$ cat src/include/rs_mul_consts.svh
`ifndef RS_MUL_CONSTS_SVH
`define RS_MUL_CONSTS_SVH

// reservation station size
`define RS_DEPTH 16

// physical register tag width
`define TAG_W 8

// operand and result word width
`define DATA_W 32

// program counter width
`define PC_W 32

`endif

$ cat src/hdl/rs_mul_pkg.sv
`include "rs_mul_consts.svh"

package rs_mul_pkg;

    typedef logic [`TAG_W-1:0]  tag_t;
    typedef logic [`DATA_W-1:0] word_t;
    typedef logic [`PC_W-1:0]   pc_t;

    typedef logic [$clog2(`RS_DEPTH)-1:0] slot_idx_t;

    // which result bus supplied a value
    typedef enum logic [2:0] {
        SRC_NONE = 3'd0,
        SRC_ALU  = 3'd1,
        SRC_MUL  = 3'd2,
        SRC_DIV  = 3'd3,
        SRC_LOAD = 3'd4
    } cdb_src_e;

    typedef enum logic [1:0] {
        SLOT_FREE  = 2'd0,
        SLOT_WAIT  = 2'd1, // at least one operand pending
        SLOT_READY = 2'd2
    } slot_state_e;

endpackage

$ cat src/hdl/slot_select.sv
`timescale 1ns/1ns
`include "rs_mul_consts.svh"

module slot_select import rs_mul_pkg::*; (
    input  slot_state_e states [`RS_DEPTH],
    output slot_idx_t   alloc_idx,
    output logic        alloc_ok,
    output slot_idx_t   grant_idx,
    output logic        grant_ok
);

    // lowest free slot for dispatch
    always_comb begin
        alloc_idx = '0;
        alloc_ok  = 1'b0;
        for (int i = `RS_DEPTH - 1; i >= 0; i--) begin // last hit wins
            if (states[i] == SLOT_FREE) begin
                alloc_idx = slot_idx_t'(i);
                alloc_ok  = 1'b1;
            end
        end
    end

    // lowest ready slot for issue
    // a slot being granted still reads SLOT_READY here, so it is not
    // offered for allocation until its state has gone back to free
    always_comb begin
        grant_idx = '0;
        grant_ok  = 1'b0;
        for (int i = `RS_DEPTH - 1; i >= 0; i--) begin
            if (states[i] == SLOT_READY) begin
                grant_idx = slot_idx_t'(i);
                grant_ok  = 1'b1;
            end
        end
    end

endmodule

$ cat config.mk
export PLATFORM = sky130hd
export DESIGN_NAME = slot_select
export DESIGN_NICKNAME = d
export VERILOG_FILES = /design/src/hdl/rs_mul_pkg.sv /design/src/hdl/slot_select.sv
export VERILOG_INCLUDE_DIRS = /design/src /design/src/include
export SDC_FILE = /design/constraint.sdc
export NUM_CORES = 1
export LEC_CHECK = 0
export BUFFER_PORTS_ARGS = -buffer_cell sky130_fd_sc_hd__buf_2
export CAP_MARGIN = 20
export CELL_PAD_IN_SITES_DETAIL_PLACEMENT = 1
export CELL_PAD_IN_SITES_GLOBAL_PLACEMENT = 2
export CORE_UTILIZATION = 20
export DETAILED_ROUTE_END_ITERATION = 10
export PLACE_DENSITY_LB_ADDON = 0.05
export SLEW_MARGIN = 20
export SYNTH_ARGS = -nofsm -noshare
export SYNTH_HDL_FRONTEND = slang
export SYNTH_SLANG_ARGS = --single-unit
$ cat constraint.sdc
create_clock -name vclk -period 1.4
set_clock_uncertainty 0.05 [all_clocks]
set_input_delay 0 -clock vclk [all_inputs]
set_output_delay 0 -clock vclk [all_outputs]
set_load 0.02 [all_outputs]
=== Yosys cells after proc, flatten, opt, wreduce, memory -nomap -nowiden ===
Index checks and enable logic that the tools add are counted.
W data, S select, Z words.

* Bits in registers: 0
* Bits in read-only memories: 0
* Output and inout bits: 10
* Bits in writable memories: 0
* Bits in latches: 0
* Word-level logic and storage cells: 96
* Input port bits: 32
* Memories kept: 0

* Mux-type cells: 64
* Bitwise gates (word level): 0
* Equal/unequal tests: 16
* Reductions and logical operators: 16
* $lt $le $gt $ge: 0
* Shift operators: 0
* $add $sub $neg: 0
* $mul: 0
* Div/mod/pow operators: 0

{| class="wikitable"
|+ Operators with widths
! cell !! number
|-
| $mux W4 || 32
|-
| $eq A2 B2 Y1 const B || 16
|-
| $logic_not A2 Y1 || 16
|-
| $mux W1 || 32
|}

=== Depth between registers and ports, before layout ===
* Depth after elaboration: 17
* Gate-level depth with buffers: 5
* Mapped depth without buffers: 5

=== Worst setup path before layout ===
Ideal clock, no wire load.

* Path kind: in2out
* Start: input port states[2] (netlist name)
* End: output port grant_idx[1]
* Slack: 343 ps
* Buffers on the path: 0
* Data arrival time: 1007 ps
* Data required time: 1350 ps
* Stages: 4
* Path through: nand2b_4 -> a211o_2 -> a31o_1 -> a21boi_1

* Word-level cells in the longest chain between the ends: 16

{| class="wikitable"
|+ Ends and longest elaborated chain
! element !! RTL line !! source
|-
| start: declaration || slot_select.sv:5 || <nowiki>input slot_state_e states [`RS_DEPTH],</nowiki>
|-
| $eq A2 B2 Y1 || slot_select.sv:31 || <nowiki>if (states[i] == SLOT_READY) begin</nowiki>
|-
| $mux W4 (15 in series) || slot_select.sv:31 ||
|-
| end: declaration || slot_select.sv:8 || <nowiki>output slot_idx_t grant_idx,</nowiki>
|}

Every way passes these cells.

=== Worst setup path in the final report ===
* Start: input port states[3] (netlist name)
* End: output port alloc_idx[0]

* Word-level cells in the longest chain between the ends: 16

{| class="wikitable"
|+ Ends and longest elaborated chain
! element !! RTL line !! source
|-
| $logic_not A2 Y1 || slot_select.sv:17 || <nowiki>if (states[i] == SLOT_FREE) begin</nowiki>
|-
| $mux W4 (15 in series) || slot_select.sv:17 ||
|-
| end: declaration || slot_select.sv:6 || <nowiki>output slot_idx_t alloc_idx,</nowiki>
|}

Every way passes these cells.

==> flow_summary.yaml <==
setup_path:
  required_ns: 1.35
  worstSetupPathType: "in2out"
  crit_arrival_ns: 1.21
  cp_max_fo: 4
  cp-start-kind: "input port"
  setup.worst_path.end_class: "output port"
floorplan:
  die-area_sq_mm: 0.00276
  initial_core_util: 0.220
  ios: 42
  floorplan.rows: 17
  fp.dieH_microns: 52.5
  die_x_microns: 52.5
  core_sq_mm: 0.00232
hold_path:
  hold_path_class: "in2out"
layout:
  nClkBuffers: 0
  areaGrowthSynthToFinish_pct: 48.3
  fin_area_sq_um: 757
  fin_nets: 162
  seq_cells: 0
  fillCellCount: 342
  diodes: 0
  post-route-util: 0.326
  ff_latch_area_sq_um: 0
  fin_cells: 156
  multiInputGateArea_sq_um: 500
  layout-drive-gt1-share: 0.375
logic_synthesis:
  yosysWarningCount: 0
  syn-num-nets: 118
  seq_area_frac_synth: 0
  yosysUniqueCellTypes: 31
  synth_cells: 86
  syn_area_sq_um: 510
  synth_area_per_cell_sq_um: 5.94
grt:
  grt_pass1_wl_microns: 3370
  grt_pass1_vias: 793
  grt_overflow_total: 0
  grt_start_max_net_pins: 6
  antenna_found_initial: 0
  grtUsageTotal: 0.156
pwr:
  pwr-share-clk: 0
  powerDensity_mw_per_mm2: 370
  p_int_mw: 0.125
  p_leak_nw: 0.361
  seq_power_share: 0
  peakVddDrop_uv: 119
  power_frac_comb: 1.000
  p_switching_mw: 0.155
  swShare: 0.553
route:
  routed-via-count: 792
  drtIter0Drc: 5
  wl_microns: 1920
  vias_per_cell: 5.08
  first_pass_iters: 3
  ant_nets: 0
  drcViolationCount: 0
  wire_per_inst_microns: 12.3
clocking:
  postCtsSetupBuffers: 0
job:
  cap_violations: 0
placement:
  place_area_sq_um: 756
  place_congestion: 0.717
  dp.cells: 156
  post-place-ws_ns: 0.0858
  hpwl_microns: 1750
  io_buffers: 42
timing:
  slew_headroom: 0.718
  worst_slew_pin_slew_ns: 0.422
  period_minus_slack_ns: 1.26
  rsz0062_at_grt: "false"
  hold_viol: 0
  post-route-period-util: 0.899
  setup_tns_ns: 0
  finalMaxSlewViolations: 0
  setup_viol: 0
  fmax_mhz: 795
  setup_ws_ns: 0.142
status:
  status: "finished, final reports clean"
==> worst paths after layout <==
kind	start	end	slack, ns	cells past startpoint
setup / recovery	states[3]	alloc_idx[0]	0.14	7
hold / removal	states[30]	alloc_idx[0]	0.38	4
==> through the flow <==
step                      hold WS (ns)  power [mW]
after CTS                        0.376       0.283
after global routing             0.415       0.319
after global placement           0.379       0.281
after detailed placement         0.370       0.282
after floorplan                  0.191       0.167
final                            0.376       0.280
==> per-layer routing <==
layer  wire [microns]  part of all wire  track usage
met5                0                 0            0
met4                0                 0            0
met3              116             0.060      0.00870
met2              902              0.47        0.302
met1              904              0.47        0.197
==> cells by family after synthesis <==
logic type | synth area share
simple gates | 0.510
compound gates | 0.468
buf+inv | 0.0221
==> what timing repair did <==
| item | CTS | global route |
|---|---|---|
| endpoints found under the setup margin | 0 | 1 |
| gates resized for setup | 0 | 1 |
| hold buffers | 0 | 0 |
==> power groups by stage <==
stage | logic (mW) | clock network, mW | registers [mW]
detailed placement | 0.282 | 0 | 0
global route | 0.319 | 0 | 0
floorplan | 0.167 | 0 | 0
global placement | 0.281 | 0 | 0
CTS | 0.283 | 0 | 0
finish | 0.280 | 0 | 0
==> synthesized netlist by cell type (2+ instances only) <==
library cell | count | area share
nand2_1 | 7 | 0.051
and2b_1 | 5 | 0.074
or2_2 | 2 | 0.025
o22ai_1 | 9 | 0.11
or2b_1 | 2 | 0.029
a31oi_1 | 2 | 0.025
o32a_1 | 3 | 0.059
nor2_1 | 18 | 0.13
inv_1 | 3 | 0.022
nor2b_1 | 4 | 0.049
nor3_1 | 4 | 0.039
a21oi_1 | 8 | 0.078
==> cell usage in the layout, fill, tap and decap left out, types with 2 or more instances in the layout <==
cell type / count
buf_2: 42
nor2_1: 18
o22ai_1: 9
a21oi_1: 8
nand2_1: 7
and2b_1: 5
nor3_1: 4
nor2b_1: 4
o32a_1: 3
inv_1: 3
or2_2: 2
or2b_1: 2
a31oi_1: 2
==> area by class of cell <==
cell class,count,share of cell area
Tap cell,28,0.0463
Timing Repair Buffer,42,0.278
Multi-Input combinational cell,83,0.661
Inverter,3,0.0149
==> critical path: stages <==
cell and delay [ns]:
buf_2 0.13, nor2_1 0.10, o32a_1 0.14, o22ai_1 0.07
a2111oi_1 0.47, o22ai_1 0.12, buf_2 0.17
Note: power is estimated with default switching activity, not from simulation.
