File: config.mk
export PLATFORM = sky130hd
export DESIGN_NAME = tag_snoop
export DESIGN_NICKNAME = d
export VERILOG_FILES = /design/src/hdl/rs_mul_pkg.sv /design/src/hdl/tag_snoop.sv
export VERILOG_INCLUDE_DIRS = /design/src /design/src/include
export SDC_FILE = /design/constraint.sdc
export NUM_CORES = 1
export LEC_CHECK = 0
export BUFFER_PORTS_ARGS = -buffer_cell sky130_fd_sc_hd__buf_2
export CAP_MARGIN = 10
export CELL_PAD_IN_SITES_DETAIL_PLACEMENT = 1
export CELL_PAD_IN_SITES_GLOBAL_PLACEMENT = 1
export CORE_MARGIN = 8
export CORE_UTILIZATION = 24
export DETAILED_ROUTE_END_ITERATION = 10
export PLACE_DENSITY = 0.92
export SKIP_LAST_GASP = 1
export SYNTH_ARGS = -nofsm -noshare
export SYNTH_HDL_FRONTEND = slang
export SYNTH_SLANG_ARGS = --single-unit
File: constraint.sdc
create_clock -name vclk -period 2.11
set_input_delay 0.211 -clock vclk [all_inputs]
set_output_delay 0.211 -clock vclk [all_outputs]
set_load 0.01 [all_outputs]
File: src/include/rs_mul_consts.svh
`ifndef RS_MUL_CONSTS_SVH
`define RS_MUL_CONSTS_SVH

// reservation station size
`define RS_DEPTH 16

// physical register tag width
`define TAG_W 8

// operand and result word width
`define DATA_W 32

// program counter width
`define PC_W 32

`endif

File: src/hdl/rs_mul_pkg.sv
`include "rs_mul_consts.svh"

package rs_mul_pkg;

    typedef logic [`TAG_W-1:0]  tag_t;
    typedef logic [`DATA_W-1:0] word_t;
    typedef logic [`PC_W-1:0]   pc_t;

    typedef logic [$clog2(`RS_DEPTH)-1:0] slot_idx_t;

    // which result bus supplied a value
    typedef enum logic [2:0] {
        SRC_NONE = 3'd0,
        SRC_ALU  = 3'd1,
        SRC_MUL  = 3'd2,
        SRC_DIV  = 3'd3,
        SRC_LOAD = 3'd4
    } cdb_src_e;

    typedef enum logic [1:0] {
        SLOT_FREE  = 2'd0,
        SLOT_WAIT  = 2'd1, // at least one operand pending
        SLOT_READY = 2'd2
    } slot_state_e;

endpackage

File: src/hdl/tag_snoop.sv
`timescale 1ns/1ns
`include "rs_mul_consts.svh"

module tag_snoop import rs_mul_pkg::*; (
    input  tag_t     tag,
    input  logic     have,
    input  logic     alu_valid,
    input  tag_t     alu_tag,
    input  word_t    alu_data,
    input  logic     mul_valid,
    input  tag_t     mul_tag,
    input  word_t    mul_data,
    input  logic     div_valid,
    input  tag_t     div_tag,
    input  word_t    div_data,
    input  logic     load_valid,
    input  tag_t     load_tag,
    input  word_t    load_data,
    output logic     hit,
    output word_t    hit_data,
    output cdb_src_e hit_src
);

    logic alu_match;
    logic mul_match;
    logic div_match;
    logic load_match;

    assign alu_match  = alu_valid  && (alu_tag  == tag);
    assign mul_match  = mul_valid  && (mul_tag  == tag);
    assign div_match  = div_valid  && (div_tag  == tag);
    assign load_match = load_valid && (load_tag == tag);

    // fixed priority alu > mul > div > load
    always_comb begin
        hit_src  = SRC_NONE;
        hit_data = '0;
        if (!have) begin // only while still pending
            if (alu_match) begin
                hit_src  = SRC_ALU;
                hit_data = alu_data;
            end else if (mul_match) begin
                hit_src  = SRC_MUL;
                hit_data = mul_data;
            end else if (div_match) begin
                hit_src  = SRC_DIV;
                hit_data = div_data;
            end else if (load_match) begin
                hit_src  = SRC_LOAD;
                hit_data = load_data;
            end
        end
    end

    assign hit = (hit_src != SRC_NONE);

endmodule

======== Word level (Yosys, flattened, before mapping) ========
Index checks and enable logic that the tools add are counted.
cells by class
  equality and inequality tests ........... 4
  muxes and demuxes ....................... 10
  reduce and logical (&&, ||, !) cells .... 5
operators by type and width
  kind                 count
  2-to-1 mux 32 bit    5
  equality test 8 bit  4
  2-to-1 mux 3 bit     5
  logical AND 1 bit    4
  nonzero test 3 bit   1
word-level totals
  register bits ........................... 0
  output and inout port bits .............. 36
  word-level logic and storage cells ...... 19

======== Longest topological paths before layout ========
  depth after elaboration ................. 8
  mapped depth ............................ 9
  mapped depth without buffers ............ 5

======== Worst setup path before layout ========
OpenSTA, ideal clock, no wires.
  path kind ............................... in2out
  start point ............................. input tag[6]
  end point ............................... output hit_src[1]
  data arrival time ....................... 1.640 ns
  data required time ...................... 1.899 ns
  setup slack ............................. 0.259 ns
  cell stages on the path ................. 8
  buffers on the path ..................... 3
  path through ............................ buf_2 -> xnor2_1 -> nand3_1 -> buf_2 -> or3_1 -> buf_2 -> and2_1 -> nor3_1
between the ends
  word-level cells in the longest chain between the ends .. 6
  elaborated cells between the ends (all ways) .. 10
  those cells by class .................... 3 x eq/ne; 4 x mux; 3 x reduce/logical
ends and longest elaborated chain
  what                 line             RTL
  start, declared      tag_snoop.sv:5   input tag_t tag,
  equality test 8 bit  tag_snoop.sv:31  assign div_match = div_valid && (div_tag == tag);
  logical AND 1 bit    tag_snoop.sv:31
  2-to-1 mux 3 bit     tag_snoop.sv:45  end else if (div_match) begin
  2-to-1 mux 3 bit     tag_snoop.sv:42  end else if (mul_match) begin
  2-to-1 mux 3 bit *   tag_snoop.sv:39  if (alu_match) begin
  2-to-1 mux 3 bit *   tag_snoop.sv:38  if (!have) begin
  end, declared        tag_snoop.sv:21  output cdb_src_e hit_src
Every way passes the cells marked *; elsewhere a longest branch is shown, timed or not.

======== Worst setup path after layout ========
  start point ............................. input tag[3]
  end point ............................... output hit_data[16]
between the ends
  word-level cells in the longest chain between the ends .. 7
  elaborated cells between the ends (all ways) .. 13
  those cells by class .................... 4 x eq/ne; 5 x mux; 4 x reduce/logical
ends and longest elaborated chain
  what                 line             RTL
  equality test 8 bit  tag_snoop.sv:32  assign load_match = load_valid && (load_tag == tag);
  logical AND 1 bit    tag_snoop.sv:32
  2-to-1 mux 32 bit    tag_snoop.sv:48  end else if (load_match) begin
  2-to-1 mux 32 bit    tag_snoop.sv:45
  2-to-1 mux 32 bit    tag_snoop.sv:42
  2-to-1 mux 32 bit *  tag_snoop.sv:39
  2-to-1 mux 32 bit *  tag_snoop.sv:38
  end, declared        tag_snoop.sv:20  output word_t hit_data,
Marks and branches as above.

==> summary.txt <==
Final layout
  – Fillers: 1199
  – Layout cells sized above 1: 0.537
  – Reg area: 0 um^2
  – Fin area: 0.00361 mm^2
  – Clock buffer count: 0
  – Seq cells: 0
  – Nets@finish: 702
  – Commonest non-fill, non-tap cell in the layout: buf_2
  – Layout Area Growth over Synthesis: 63.5%
  – Fin cells: 638
  – Ant diodes: 0
  – Commonest cells after routing, fill and taps aside: buf_2, nand3_1, nand4_1

Timing
  – Fin crit share: 0.992
  – Worst Hold Slack: 768 ps
  – FMAX: 478 MHz
  – RSZ-0062 raised after global routing: yes
  – Slew margin rel.: 0.511
  – Final setup violation count: 0
  – Max Transition Viols Final: 0
  – Worst Tran Pin Value: 733 ps
  – Min Tclk post-route: 2090 ps
  – Final Hold Fails: 0

Setup path
  – Critical Path RT: 1900 ps
  – Worst-path cell chain: clkbuf_4 -> xnor2_2 -> nand4_1 -> buf_4 -> or2_4 -> or3_4 -> a31oi_1 -> buf_2
  – Worst Path Max Fanout: 7
  – Nature of the critical path endpoint: output port
  – Crit Path Class: in2out
  – Worst EP arrival: 1880 ps
  – Crit start category: input pin
  – CP max stage delay: 400 ps
  – Slowest CP cell: or3_4
  – CP bufs+invs: 3
  – Delay-heaviest family, CP: simple AND/OR/NAND/NOR gates

Placement
  – PortBufs: 209
  – Dpl cell area: 0.00339 mm^2
  – Placed insts: 632
  – Post-DP HPWL: 10.9 mm
  – Gp weighted congestion: 0.865

Global routing
  – Vias in the first global route: 4119
  – Initial antenna violation count: 0
  – GRT Total Usage: 0.199
  – Largest net degree at the start of global routing: 39
  – First-pass GRT wire length: 20.8 mm
  – Total grt overflow: 0

Power
  – Pleak: 1.47 nW
  – Power Total: 0.499 mW
  – Pwr/cell area: 138 mW/mm^2
  – Max VDD drop: 0.0000973 V

Yosys
  – Yosys warns: 0
  – Post-Syn Area: 0.00221 mm^2
  – Library cells used by synthesis: 29
  – Syn nets: 517
  – Gate Count Post-Synth: 344
  – Sequential area share after synthesis: 0
  – Syn Area/Cell: 6.41 um^2

Floorplan
  – Starting Density: 0.243
  – # rows: 35
  – Core box area: 0.00906 mm^2
  – Top Ports: 209
  – Die H: 112 um
  – Die width: 112 um
  – Die ar.: 0.0125 mm^2

Route
  – DRT Pass-1 Iters: 4
  – Via density per instance: 5.73
  – Detailed-route wire length per cell: 22.1 um
  – Post-route antenna net violation count: 0
  – Via Count: 3654
  – Initial drt markers: 270
  – Drt total wl: 14.1 mm
  – Remaining DRCs: 0

Hold path
  – Hold Path Class: in2out

Job
  – Max-cap violations: 0

Outcome
  – Status: complete, no violations
==> worst paths after layout <==
path	from	end	slack [ps]	cells after the start
max	tag[3]	hit_data[16]	20	8
min	load_data[6]	hit_data[6]	770	4
==> cells in the mapped netlist (all sizes together) <==
library cell  number  area [um^2]
or3               17          106
a41oi             14          123
nand2              4         15.0
xnor2             32          307
nand4             36          225
or2                1         6.26
buf               28          165
nor2b              1         6.26
o21ai              1         5.00
clkbuf            28          109
o21bai            14          105
a211oi            36          360
nand3             54          270
a21oi              1         5.00
nor2              21         81.3
nor3              40          216
and2               1         6.26
a31oi             14         87.6
and3               1         6.26
==> through the flow <==
| step | setup TNS [ps] | utilization | setup slack, ps |
|---|---|---|---|
| floorplan | 0 | - | 259 |
| global placement | 0 | 0.374 | 6.36 |
| detailed placement | -1730 | 0.374 | -191 |
| CTS | -5.78 | 0.376 | -5.78 |
| global route | -111 | 0.398 | -22.8 |
| finish | 0 | 0.398 | 15.9 |
==> final cells by class <==
class,count,area [um^2],area share
timing repair buffer,238,1380,0.382
tap,111,139,0.0385
multi-input combinational,289,2090,0.580
==> metal layers <==
| layer | global-route usage | share of wire | routed length (um) |
|---|---|---|---|
| met1 | 0.211 | 0.36 | 5140 |
| met2 | 0.386 | 0.52 | 7320 |
| met3 | 0.0433 | 0.086 | 1220 |
| met4 | 0.0501 | 0.032 | 446 |
| met5 | 0 | 0 | 0 |
==> where the power goes <==
part / internal [mW] / leakage [nW] / switching (mW) / total (mW)
clock network: 0 / 0 / 0 / 0
logic: 0.236 / 1.47 / 0.263 / 0.499
registers: 0 / 0 / 0 / 0
==> cell families (layout without fill, tap and decap cells) <==
logic type	Yosys count	count (layout)	synth area share
XOR/XNOR	32	32	0.139
AND/OR/NAND/NOR	176	177	0.426
buffers and inverters	56	238	0.124
AO/OA/AOI/OAI	80	80	0.311
==> repair_timing <==
| action | 4_1_cts | 5_1_grt |
|---|---|---|
| cloned | 0 | 3 |
| buffers inserted | 0 | 3 |
| resized for setup | 3 | 27 |
| hold buffers | 0 | 0 |
| endpoints found under the setup margin | 30 | 24 |
| pin swaps | 0 | 10 |
No activity file was read; power rests on OpenSTA's default activity.
