--- src/include/rs_mul_consts.svh ---
`ifndef RS_MUL_CONSTS_SVH
`define RS_MUL_CONSTS_SVH

// reservation station size
`define RS_DEPTH 16

// physical register tag width
`define TAG_W 8

// operand and result word width
`define DATA_W 32

// program counter width
`define PC_W 32

`endif

--- src/hdl/rs_mul_pkg.sv ---
`include "rs_mul_consts.svh"

package rs_mul_pkg;

    typedef logic [`TAG_W-1:0]  tag_t;
    typedef logic [`DATA_W-1:0] word_t;
    typedef logic [`PC_W-1:0]   pc_t;

    typedef logic [$clog2(`RS_DEPTH)-1:0] slot_idx_t;

    // which result bus supplied a value
    typedef enum logic [2:0] {
        SRC_NONE = 3'd0,
        SRC_ALU  = 3'd1,
        SRC_MUL  = 3'd2,
        SRC_DIV  = 3'd3,
        SRC_LOAD = 3'd4
    } cdb_src_e;

    typedef enum logic [1:0] {
        SLOT_FREE  = 2'd0,
        SLOT_WAIT  = 2'd1, // at least one operand pending
        SLOT_READY = 2'd2
    } slot_state_e;

endpackage

--- src/hdl/tag_snoop.sv ---
`timescale 1ns/1ns
`include "rs_mul_consts.svh"

module tag_snoop import rs_mul_pkg::*; (
    input  tag_t     tag,
    input  logic     have,
    input  logic     alu_valid,
    input  tag_t     alu_tag,
    input  word_t    alu_data,
    input  logic     mul_valid,
    input  tag_t     mul_tag,
    input  word_t    mul_data,
    input  logic     div_valid,
    input  tag_t     div_tag,
    input  word_t    div_data,
    input  logic     load_valid,
    input  tag_t     load_tag,
    input  word_t    load_data,
    output logic     hit,
    output word_t    hit_data,
    output cdb_src_e hit_src
);

    logic alu_match;
    logic mul_match;
    logic div_match;
    logic load_match;

    assign alu_match  = alu_valid  && (alu_tag  == tag);
    assign mul_match  = mul_valid  && (mul_tag  == tag);
    assign div_match  = div_valid  && (div_tag  == tag);
    assign load_match = load_valid && (load_tag == tag);

    // fixed priority alu > mul > div > load
    always_comb begin
        hit_src  = SRC_NONE;
        hit_data = '0;
        if (!have) begin // only while still pending
            if (alu_match) begin
                hit_src  = SRC_ALU;
                hit_data = alu_data;
            end else if (mul_match) begin
                hit_src  = SRC_MUL;
                hit_data = mul_data;
            end else if (div_match) begin
                hit_src  = SRC_DIV;
                hit_data = div_data;
            end else if (load_match) begin
                hit_src  = SRC_LOAD;
                hit_data = load_data;
            end
        end
    end

    assign hit = (hit_src != SRC_NONE);

endmodule

--- src/hdl/rs_entry.sv ---
`timescale 1ns/1ns
`include "rs_mul_consts.svh"

module rs_entry import rs_mul_pkg::*; (
    input  logic        clk,
    input  logic        reset,
    input  logic        alloc,
    input  logic        grant,
    input  pc_t         in_pc,
    input  tag_t        in_rd,
    input  tag_t        in_src1_tag,
    input  tag_t        in_src2_tag,
    input  word_t       in_src1_data,
    input  word_t       in_src2_data,
    input  logic        in_src1_valid,
    input  logic        in_src2_valid,
    input  logic        alu_valid,
    input  tag_t        alu_tag,
    input  word_t       alu_data,
    input  logic        mul_valid,
    input  tag_t        mul_tag,
    input  word_t       mul_data,
    input  logic        div_valid,
    input  tag_t        div_tag,
    input  word_t       div_data,
    input  logic        load_valid,
    input  tag_t        load_tag,
    input  word_t       load_data,
    output slot_state_e state,
    output pc_t         pc,
    output tag_t        rd,
    output word_t       src1,
    output word_t       src2
);

    tag_t  src1_tag;
    tag_t  src2_tag;
    logic  src1_valid;
    logic  src2_valid;
    logic  hit1;
    logic  hit2;
    word_t hit1_data;
    word_t hit2_data;
    logic  waiting;
    logic  next1;
    logic  next2;

    assign waiting = (state == SLOT_WAIT);
    assign next1   = src1_valid | (waiting & hit1);
    assign next2   = src2_valid | (waiting & hit2);

    tag_snoop u_snoop1 (
        .tag(src1_tag), .have(src1_valid),
        .alu_valid(alu_valid), .alu_tag(alu_tag), .alu_data(alu_data),
        .mul_valid(mul_valid), .mul_tag(mul_tag), .mul_data(mul_data),
        .div_valid(div_valid), .div_tag(div_tag), .div_data(div_data),
        .load_valid(load_valid), .load_tag(load_tag), .load_data(load_data),
        .hit(hit1), .hit_data(hit1_data), .hit_src()
    );

    tag_snoop u_snoop2 (
        .tag(src2_tag), .have(src2_valid),
        .alu_valid(alu_valid), .alu_tag(alu_tag), .alu_data(alu_data),
        .mul_valid(mul_valid), .mul_tag(mul_tag), .mul_data(mul_data),
        .div_valid(div_valid), .div_tag(div_tag), .div_data(div_data),
        .load_valid(load_valid), .load_tag(load_tag), .load_data(load_data),
        .hit(hit2), .hit_data(hit2_data), .hit_src()
    );

    always_ff @(posedge clk or posedge reset) begin
        if (reset) begin
            state      <= SLOT_FREE;
            src1_valid <= 1'b0;
            src2_valid <= 1'b0;
        end else if (alloc) begin
            state      <= (in_src1_valid && in_src2_valid) ? SLOT_READY : SLOT_WAIT;
            src1_valid <= in_src1_valid;
            src2_valid <= in_src2_valid;
        end else if (grant) begin
            state <= SLOT_FREE; // slot reusable next cycle
        end else if (waiting) begin
            src1_valid <= next1;
            src2_valid <= next2;
            if (next1 && next2)
                state <= SLOT_READY;
        end
    end

    always_ff @(posedge clk) begin
        if (alloc) begin
            pc       <= in_pc;
            rd       <= in_rd;
            src1_tag <= in_src1_tag;
            src2_tag <= in_src2_tag;
            src1     <= in_src1_data;
            src2     <= in_src2_data;
        end else if (waiting) begin
            if (hit1)
                src1 <= hit1_data;
            if (hit2)
                src2 <= hit2_data;
        end
    end

endmodule

--- config.mk ---
export PLATFORM = sky130hd
export DESIGN_NAME = rs_entry
export DESIGN_NICKNAME = d
export VERILOG_FILES = /design/src/hdl/rs_mul_pkg.sv /design/src/hdl/tag_snoop.sv /design/src/hdl/rs_entry.sv
export VERILOG_INCLUDE_DIRS = /design/src /design/src/include
export SDC_FILE = /design/constraint.sdc
export NUM_CORES = 1
export LEC_CHECK = 0
export CORE_UTILIZATION = 35
export CTS_CLUSTER_SIZE = 14
export DETAILED_ROUTE_END_ITERATION = 8
export DONT_BUFFER_PORTS = 1
export PLACE_DENSITY = 0.52
export SETUP_SLACK_MARGIN = 0.2
export SYNTH_ARGS = -nofsm -noshare
export SYNTH_HDL_FRONTEND = slang
export SYNTH_HIERARCHICAL = 1
export SYNTH_SLANG_ARGS = --single-unit
--- constraint.sdc ---
create_clock -name clk -period 5.75 [get_ports clk]
set_clock_uncertainty 0.05 [all_clocks]
set_input_delay 0.2875 -clock clk [delete_from_list [all_inputs] [get_ports clk]]
set_output_delay 0.2875 -clock clk [all_outputs]
set_load 0.02 [all_outputs]
* Word level (Yosys, flattened, before mapping)
Index checks and enable logic that the tools add are counted.
** Word-level totals
- Flip-flop bits (word level) :: 124
- Input bits :: 290
- Output and inout port bits :: 106
- Word-level logic and storage cells :: 81
** Operators by class
- Equal/unequal tests :: 10
- Multiplexer cells :: 37
- Bitwise logic cells :: 4
- Reductions and logical operators :: 21
** Operators by type and width (number)
- 2-to-1 mux 32 bit :: 16
- equality test 8 bit :: 8
- 2-to-1 mux 3 bit :: 10
- nonzero test 3 bit :: 4
- logical AND 1 bit :: 10
- 2-to-1 mux 2 bit :: 5
- AND reduction 2 bit :: 4
- 2-to-1 mux 1 bit :: 6
- nonzero test 2 bit :: 3
- AND 1 bit :: 2
- equality test 2 x 1 -> 1 bit, second input constant :: 1
- != test 2 bit, second input constant :: 1
- bitwise OR 1 bit :: 2

* Longest topological paths before layout
Gate-level depths: netlist of run 1.
- Depth after elaboration :: 15
- Mapped depth :: 11
- Depth with buffers taken out :: 8

* By module
The synthesis of run 1 kept the hierarchy.
** By module, submodules not included
- rs_entry :: instances 1, cells each 215, area an instance 4798.4 sq um
- tag_snoop :: instances 2, cells each 344, area an instance 2205.9 sq um

* Worst setup path before layout of run 1
OpenSTA, ideal clock, no wires.
- Path kind :: reg2reg
- Start :: register src2_tag[6]
- End :: register src2[0] (enable)
- Library setup time :: 0.388 ns
- Data arrival time :: 2.450 ns
- Slack :: 2.862 ns
- Stages on the path, launching flop included :: 10
- Cell sequence :: edfxtp_1 buf_2 xnor2_1 nand3_1 buf_2 or3_1 buf_2 and2_1 a21oi_1 a21o_1
** On the way
- Longest elaborated chain between the ends :: 10
- Elaborated cells on any way between the ends :: 16
- Classes of those cells :: eq/ne (4); mux (5); reduce/logical (7)
** Ends and longest elaborated chain
- from (decl) :: line rs_entry.sv:37 : tag_t src2_tag;
- from (signal assigned) :: line rs_entry.sv:94 : src2_tag <= in_src2_tag;
- equality test 8 bit :: line tag_snoop.sv:32 : assign load_match = load_valid && (load_tag == tag);
- logical AND 1 bit :: line tag_snoop.sv:32
- 2-to-1 mux 3 bit :: line tag_snoop.sv:48 : end else if (load_match) begin
- 2-to-1 mux 3 bit :: line tag_snoop.sv:45 : end else if (div_match) begin
- 2-to-1 mux 3 bit :: line tag_snoop.sv:42 : end else if (mul_match) begin
- 2-to-1 mux 3 bit (*) :: line tag_snoop.sv:39 : if (alu_match) begin
- 2-to-1 mux 3 bit (*) :: line tag_snoop.sv:38 : if (!have) begin
- nonzero test 3 bit (*) :: line tag_snoop.sv:55 : assign hit = (hit_src != SRC_NONE);
- named net hit2 :: line rs_entry.sv:41 : logic hit2;
- nonzero test 2 bit (no source line) (*)
- AND reduction 2 bit (no source line) (*)
- to (signal assigned) :: line rs_entry.sv:96 : src2 <= in_src2_data;
- to (signal assigned) :: line rs_entry.sv:101 : src2 <= hit2_data;
- to (decl) :: line rs_entry.sv:33 : output word_t src2
Mark *: on every way through the listed nets, which the timed path passes. The rest lies on a longest branch.
A chain may end at the register's enable or synchronous reset.

* Worst setup path in the final report of run 1
- Start :: register src1_tag[3]
- End :: register src1[2] (enable)
** On the way
- Longest elaborated chain between the ends :: 10
- Elaborated cells on any way between the ends :: 16
- Classes of those cells :: eq/ne (4); mux (5); reduce/logical (7)
** Ends and longest elaborated chain
- from (decl) :: line rs_entry.sv:36 : tag_t src1_tag;
- from (signal assigned) :: line rs_entry.sv:93 : src1_tag <= in_src1_tag;
- equality test 8 bit :: line tag_snoop.sv:32
- logical AND 1 bit :: line tag_snoop.sv:32
- 2-to-1 mux 3 bit :: line tag_snoop.sv:48
- 2-to-1 mux 3 bit :: line tag_snoop.sv:45
- 2-to-1 mux 3 bit :: line tag_snoop.sv:42
- 2-to-1 mux 3 bit (*) :: line tag_snoop.sv:39
- 2-to-1 mux 3 bit (*) :: line tag_snoop.sv:38
- nonzero test 3 bit (*) :: line tag_snoop.sv:55
- named net hit1 :: line rs_entry.sv:40 : logic hit1;
- nonzero test 2 bit (no source line) (*)
- AND reduction 2 bit (no source line) (*)
- to (signal assigned) :: line rs_entry.sv:95 : src1 <= in_src1_data;
- to (signal assigned) :: line rs_entry.sv:99 : src1 <= hit1_data;
- to (decl) :: line rs_entry.sv:32 : output word_t src1,
Marks and branches as above.

==> results of run 1 <==
[power groups by stage]
stage	sequential (uW)	combinational (uW)	clock, uW
6_report	1170	349	1210
5_1_grt	1180	372	1270
4_1_cts	1170	348	1240
3_5_place_dp	1190	305	0
3_3_place_gp	1190	301	0
2_1_floorplan	1160	273	0
[critical path, delay by kind of cell (launching register included)]
kind            cells  cell delay [ns]
simple gates        3             0.82
xor+xnor            1             0.19
flops               1             0.53
buf+inv             1             0.39
compound gates      2             1.03
[metrics by stage]
stage / hold slack, ns / util [%] / area [um^2] / total power [uW] / std cells
after floorplan: 0.00358 / - / 9160 / 1440 / 893
after global placement: 0.0231 / 36.1 / 9170 / 1490 / 1126
after detailed placement: 0.0307 / 36.1 / 9170 / 1500 / 1126
after CTS: 0.00626 / 41.1 / 10400 / 2760 / 1220
after global routing: 0.00222 / 41.1 / 10400 / 2820 / 1220
final: 0.0237 / 41.1 / 10400 / 2730 / 1220
[final cells by class]
cell class / instances / area share, %
Timing Repair Buffer: 85 / 7.77
Multi-Input combinational cell: 648 / 46.7
Tap cell: 330 / 3.96
Inverter: 1 / 0.0360
Clock buffer: 18 / 4.11
Sequential cell: 124 / 35.5
Clock inverter: 14 / 1.97
[metal layers]
layer	global-route usage, %	part of all wire [%]
met4	8.50	2.1
met5	0	0
met2	45.3	50
met1	31.4	37
met3	7.63	11
[worst paths after layout]
path / from / endpoint / slack, ns / cells past startpoint
max: src1_tag[3]$_DFFE_PP_ / src1[2]$_DFFE_PP_ / 2.32 / 7
min: in_src1_data[7] / src1[7]$_DFFE_PP_ / 0.02 / 1
max reg2reg: src1_tag[3]$_DFFE_PP_ / src1[2]$_DFFE_PP_ / 2.32 / 7
min reg2reg: src2_valid$_DFFE_PP0P_ / src2_valid$_DFFE_PP0P_ / 0.69 / 3
max in group asynchronous: reset / src2_valid$_DFFE_PP0P_ / 5.36 / 2
min in group asynchronous: reset / state[0]$_DFFE_PP0P_ / 0.13 / 2
[state kept, by name (all words and copies together), names as in the netlist]
| name | count |
|---|---|
| src2 | 32 |
| src1 | 32 |
| src2_tag | 8 |
| src1_valid | 1 |
| pc | 32 |
| src1_tag | 8 |
| rd | 8 |
| src2_valid | 1 |
| state | 2 |
==> impl_metrics.ini, run 1 <==
[outcome]
run_status = finished clean

[cells_and_area]
layout_common_cells = 120 x edfxtp_1, 109 x nand3_1, 72 x nand4_1, 72 x nor3_1, 61 x dlygate4sd3_1
multi_input_area_um2 = 4870
num_antenna_cells = 0
register_area_um2 = 3700
drive_gt1_share_pct = 19.3
area_growth_pct = 14.0
fill_cells = 2446
final_nets = 1167
final_common_cell = edfxtp_1

[power]
netSwitchingFraction_pct = 28.1
power.static_leakage_uw = 0.00317
seqPwrFrac_pct = 42.9
vdd_drop_max_mv = 0.154
combPwrFrac_pct = 12.8
power_density_nw_per_um2 = 262
clkPwrFrac_pct = 44.4
power_switching_uw = 769
intPower_uw = 1960

[synth]
syn_area_um2 = 9160
yosys_warnings = 6
synth_cells = 893
post_synth.cell_area_avg_um2 = 10.3
syn-num-nets = 1183

[clocking]
clock-sinks = 124
clk_latency_ns = 0.43
cts_tree = built
cts_resized = 0
holdBufCountCts = 62
post_cts_buffers = 0
root_buffer = clkbuf_16
htreeDepth = 4
clock_path_buffers = 2
clk_pin_slew_ns = 0.07
numCtsBuffers = 17

[critical_path]
cp.required_ns = 5.74
crit_type = register to register
cp_data_arrival_time_ns = 3.42
crit_fanout = 33
path_cells = xnor2_4 > buf_4 > nand2_1 > or3_2 > and2_1 > a21oi_1 > a21o_2
end_kind = register
crit_slowest_cell = a21o_2
cpPeakStageDelay_ns = 0.82
start_kind = register

[sta]
fin_crit_ns = 3.43
tns_ns = 0
rsz0062_at_grt = no
setup_viol = 0
fin_crit_sh_pct = 59.7
maxSlewViolCount = 0
setup_ws_ns = 2.32
hold_violations = 0
max_freq_ghz = 0.291
slew_headroom_pct = 21.8
tightest_slew_ns = 1.17

[route]
wl_per_cell_um = 29.8
routed_wl_um = 36400
num_vias = 7766
first_iter_violations = 849
ant_nets = 0
drt-vias-per-instance = 6.37
dr.pass1.iters = 6
drc = 0

[floorplan]
die_y_um = 164
start_util_pct = 36.1
fp.dieArea_um2 = 26800
core-area_um2 = 25400
ios = 396
row_count = 58
die_w_um = 164

[place]
hpwl_um = 24200
port_buffers = 0
place_ws_ns = 2.28
gp_congestion = 0.842

[grt]
grt_pass1_wl_um = 51500
gr-total-overflow = 0
grt_pass1_vias = 7633
grtUsageTotal_pct = 26.4
antenna_found_initial = 1
grt_start_max_net_pins = 72

[job]
cap_violations = 0

[worst_hold_path]
min_path_type = primary input to register
Power figures use the tool's default switching activity.
==> inputs of run 2 (changes only) <==
PLACE_DENSITY = 0.54   (was 0.52)
clock period = 3.1 ns   (was 5.75 ns; I/O delays follow)
==> impl_metrics.ini, run 2 (synthesis results as in run 1) <==
[outcome]
run_status = complete, but fails checks
failed_checks = hold timing

[critical_path]
end_kind = register
crit_family = simple AND/OR/NAND/NOR gates
crit_buf_inv = 1
crit_slowest_cell = edfxtp_1
cp.required_ns = 3.35
cp-startpoint = src2_tag[3]$_DFFE_PP_
cp_data_arrival_time_ns = 3.09
cpPeakStageDelay_ns = 0.56
crit_type = register to register
start_kind = register
cp_num_cells = 7
path_cells = xnor2_1 > nand4_1 > buf_4 > or2_1 > or3_1 > a31oi_1 > mux2_4
r2r-start = src2_tag[3]$_DFFE_PP_
reg2reg_depth = 7
crit_fanout = 19

[sta]
fin_crit_sh_pct = 91.6
rsz0062_at_grt = no
maxSlewViolCount = 0
fin_crit_ns = 2.84
max_freq_ghz = 0.352
setup_viol = 0
hold_slack_ns = -0.202
tightest_slew_ns = 0.819
hold_violations = 70
setup_ws_ns = 0.260
slew_headroom_pct = 45.4
tns_ns = 0

[route]
wl_per_cell_um = 28.1
first_iter_violations = 851
routed_wl_um = 36800
drc = 0
dr.pass1.iters = 5
drt-vias-per-instance = 6.20
num_vias = 8130
ant_nets = 0

[worst_hold_path]
min_path_type = primary input to register
hold_path_depth = 0
hp-start = alloc

[floorplan]
ios = 396
row_count = 58
fp.dieArea_um2 = 26800
core-area_um2 = 25400
die_y_um = 164
die_w_um = 164
start_util_pct = 36.1

[clocking]
numCtsBuffers = 17
htreeDepth = 4
clock_path_buffers = 2
clock-sinks = 124
clk_latency_ns = 0.42
cts_tree = built
root_buffer = clkbuf_16
holdBufCountCts = 130
clk_pin_slew_ns = 0.07

[grt]
gr-total-overflow = 0
grt_start_max_net_pins = 131
use_met3_pct = 7.37
grt_pass1_wl_um = 52500
grt_pass1_vias = 8003
grt_busiest_layer = met2
antenna_found_initial = 1
gr-usage-met1_pct = 30.8
grtUsageTotal_pct = 26.7
grt_use_met2_pct = 47.4

[cells_and_area]
top_regs = pc (32), src1 (32), src2 (32)
area_growth_pct = 23.6
final_common_cell = dlygate4sd3_1
drive_gt1_share_pct = 19.9
final_nets = 1257
layout_common_cells = 130 x dlygate4sd3_1, 120 x edfxtp_1, 109 x nand3_1

[place]
port_buffers = 0
hpwl_um = 25600
place_ws_ns = 0.284
gp_congestion = 0.875

[power]
power.static_leakage_uw = 0.00356
power_density_nw_per_um2 = 445
vdd_drop_max_mv = 0.279

[job]
cap_violations = 0
[run 2: power breakdown]
group          leakage, uW  total [uW]  switching [uW]  internal [uW]
logic              0.00202         716             345            371
registers          0.00126        2180             207           1980
clock network     0.000290        2140             843           1290
[run 2: worst paths after layout]
kind	slack (ns)	endpoint
max	0.26	src2[25]$_DFFE_PP_
min	-0.20	src2_tag[3]$_DFFE_PP_
max reg2reg	0.26	src2[25]$_DFFE_PP_
min reg2reg	0.73	state[1]$_DFFE_PP0P_
max in group asynchronous	2.80	src1_valid$_DFFE_PP0P_
min in group asynchronous	0.03	state[1]$_DFFE_PP0P_
[run 2: final cells by class]
cell class                 instances  area (um^2)
antenna                            1         2.50
clock inverter                    13          166
multi-input combinational        648         4880
tap                              330          413
sequential                       124         3700
timing repair buffer             175         1700
clock buffer                      19          443
fill                            2391        14100
inverter                           1         3.75
[run 2: timing repair]
action,CTS,global route
setup buffers,0,8
endpoints found under the hold margin,184,121
endpoints found under the setup margin,0,2
resized for setup,0,2
[run 2: per-layer routing]
| layer | vias up | part of all wire [%] |
|---|---|---|
| li1 | 3619 | - |
| met1 | 3841 | 37 |
| met2 | 604 | 50 |
| met3 | 66 | 10 |
| met4 | 0 | 2.6 |
| met5 | - | 0 |
[run 2: stage by stage]
stage          instance area, um^2  total power [uW]  utilization [%]  cells
2_1_floorplan                 9160              2660                -    893
6_report                     11300              5040             44.6   1311
3_5_place_dp                  9330              2780             36.7   1140
3_3_place_gp                  9330              2780             36.7   1140
5_1_grt                      11300              5190             44.6   1311
4_1_cts                      11200              5050             44.3   1302
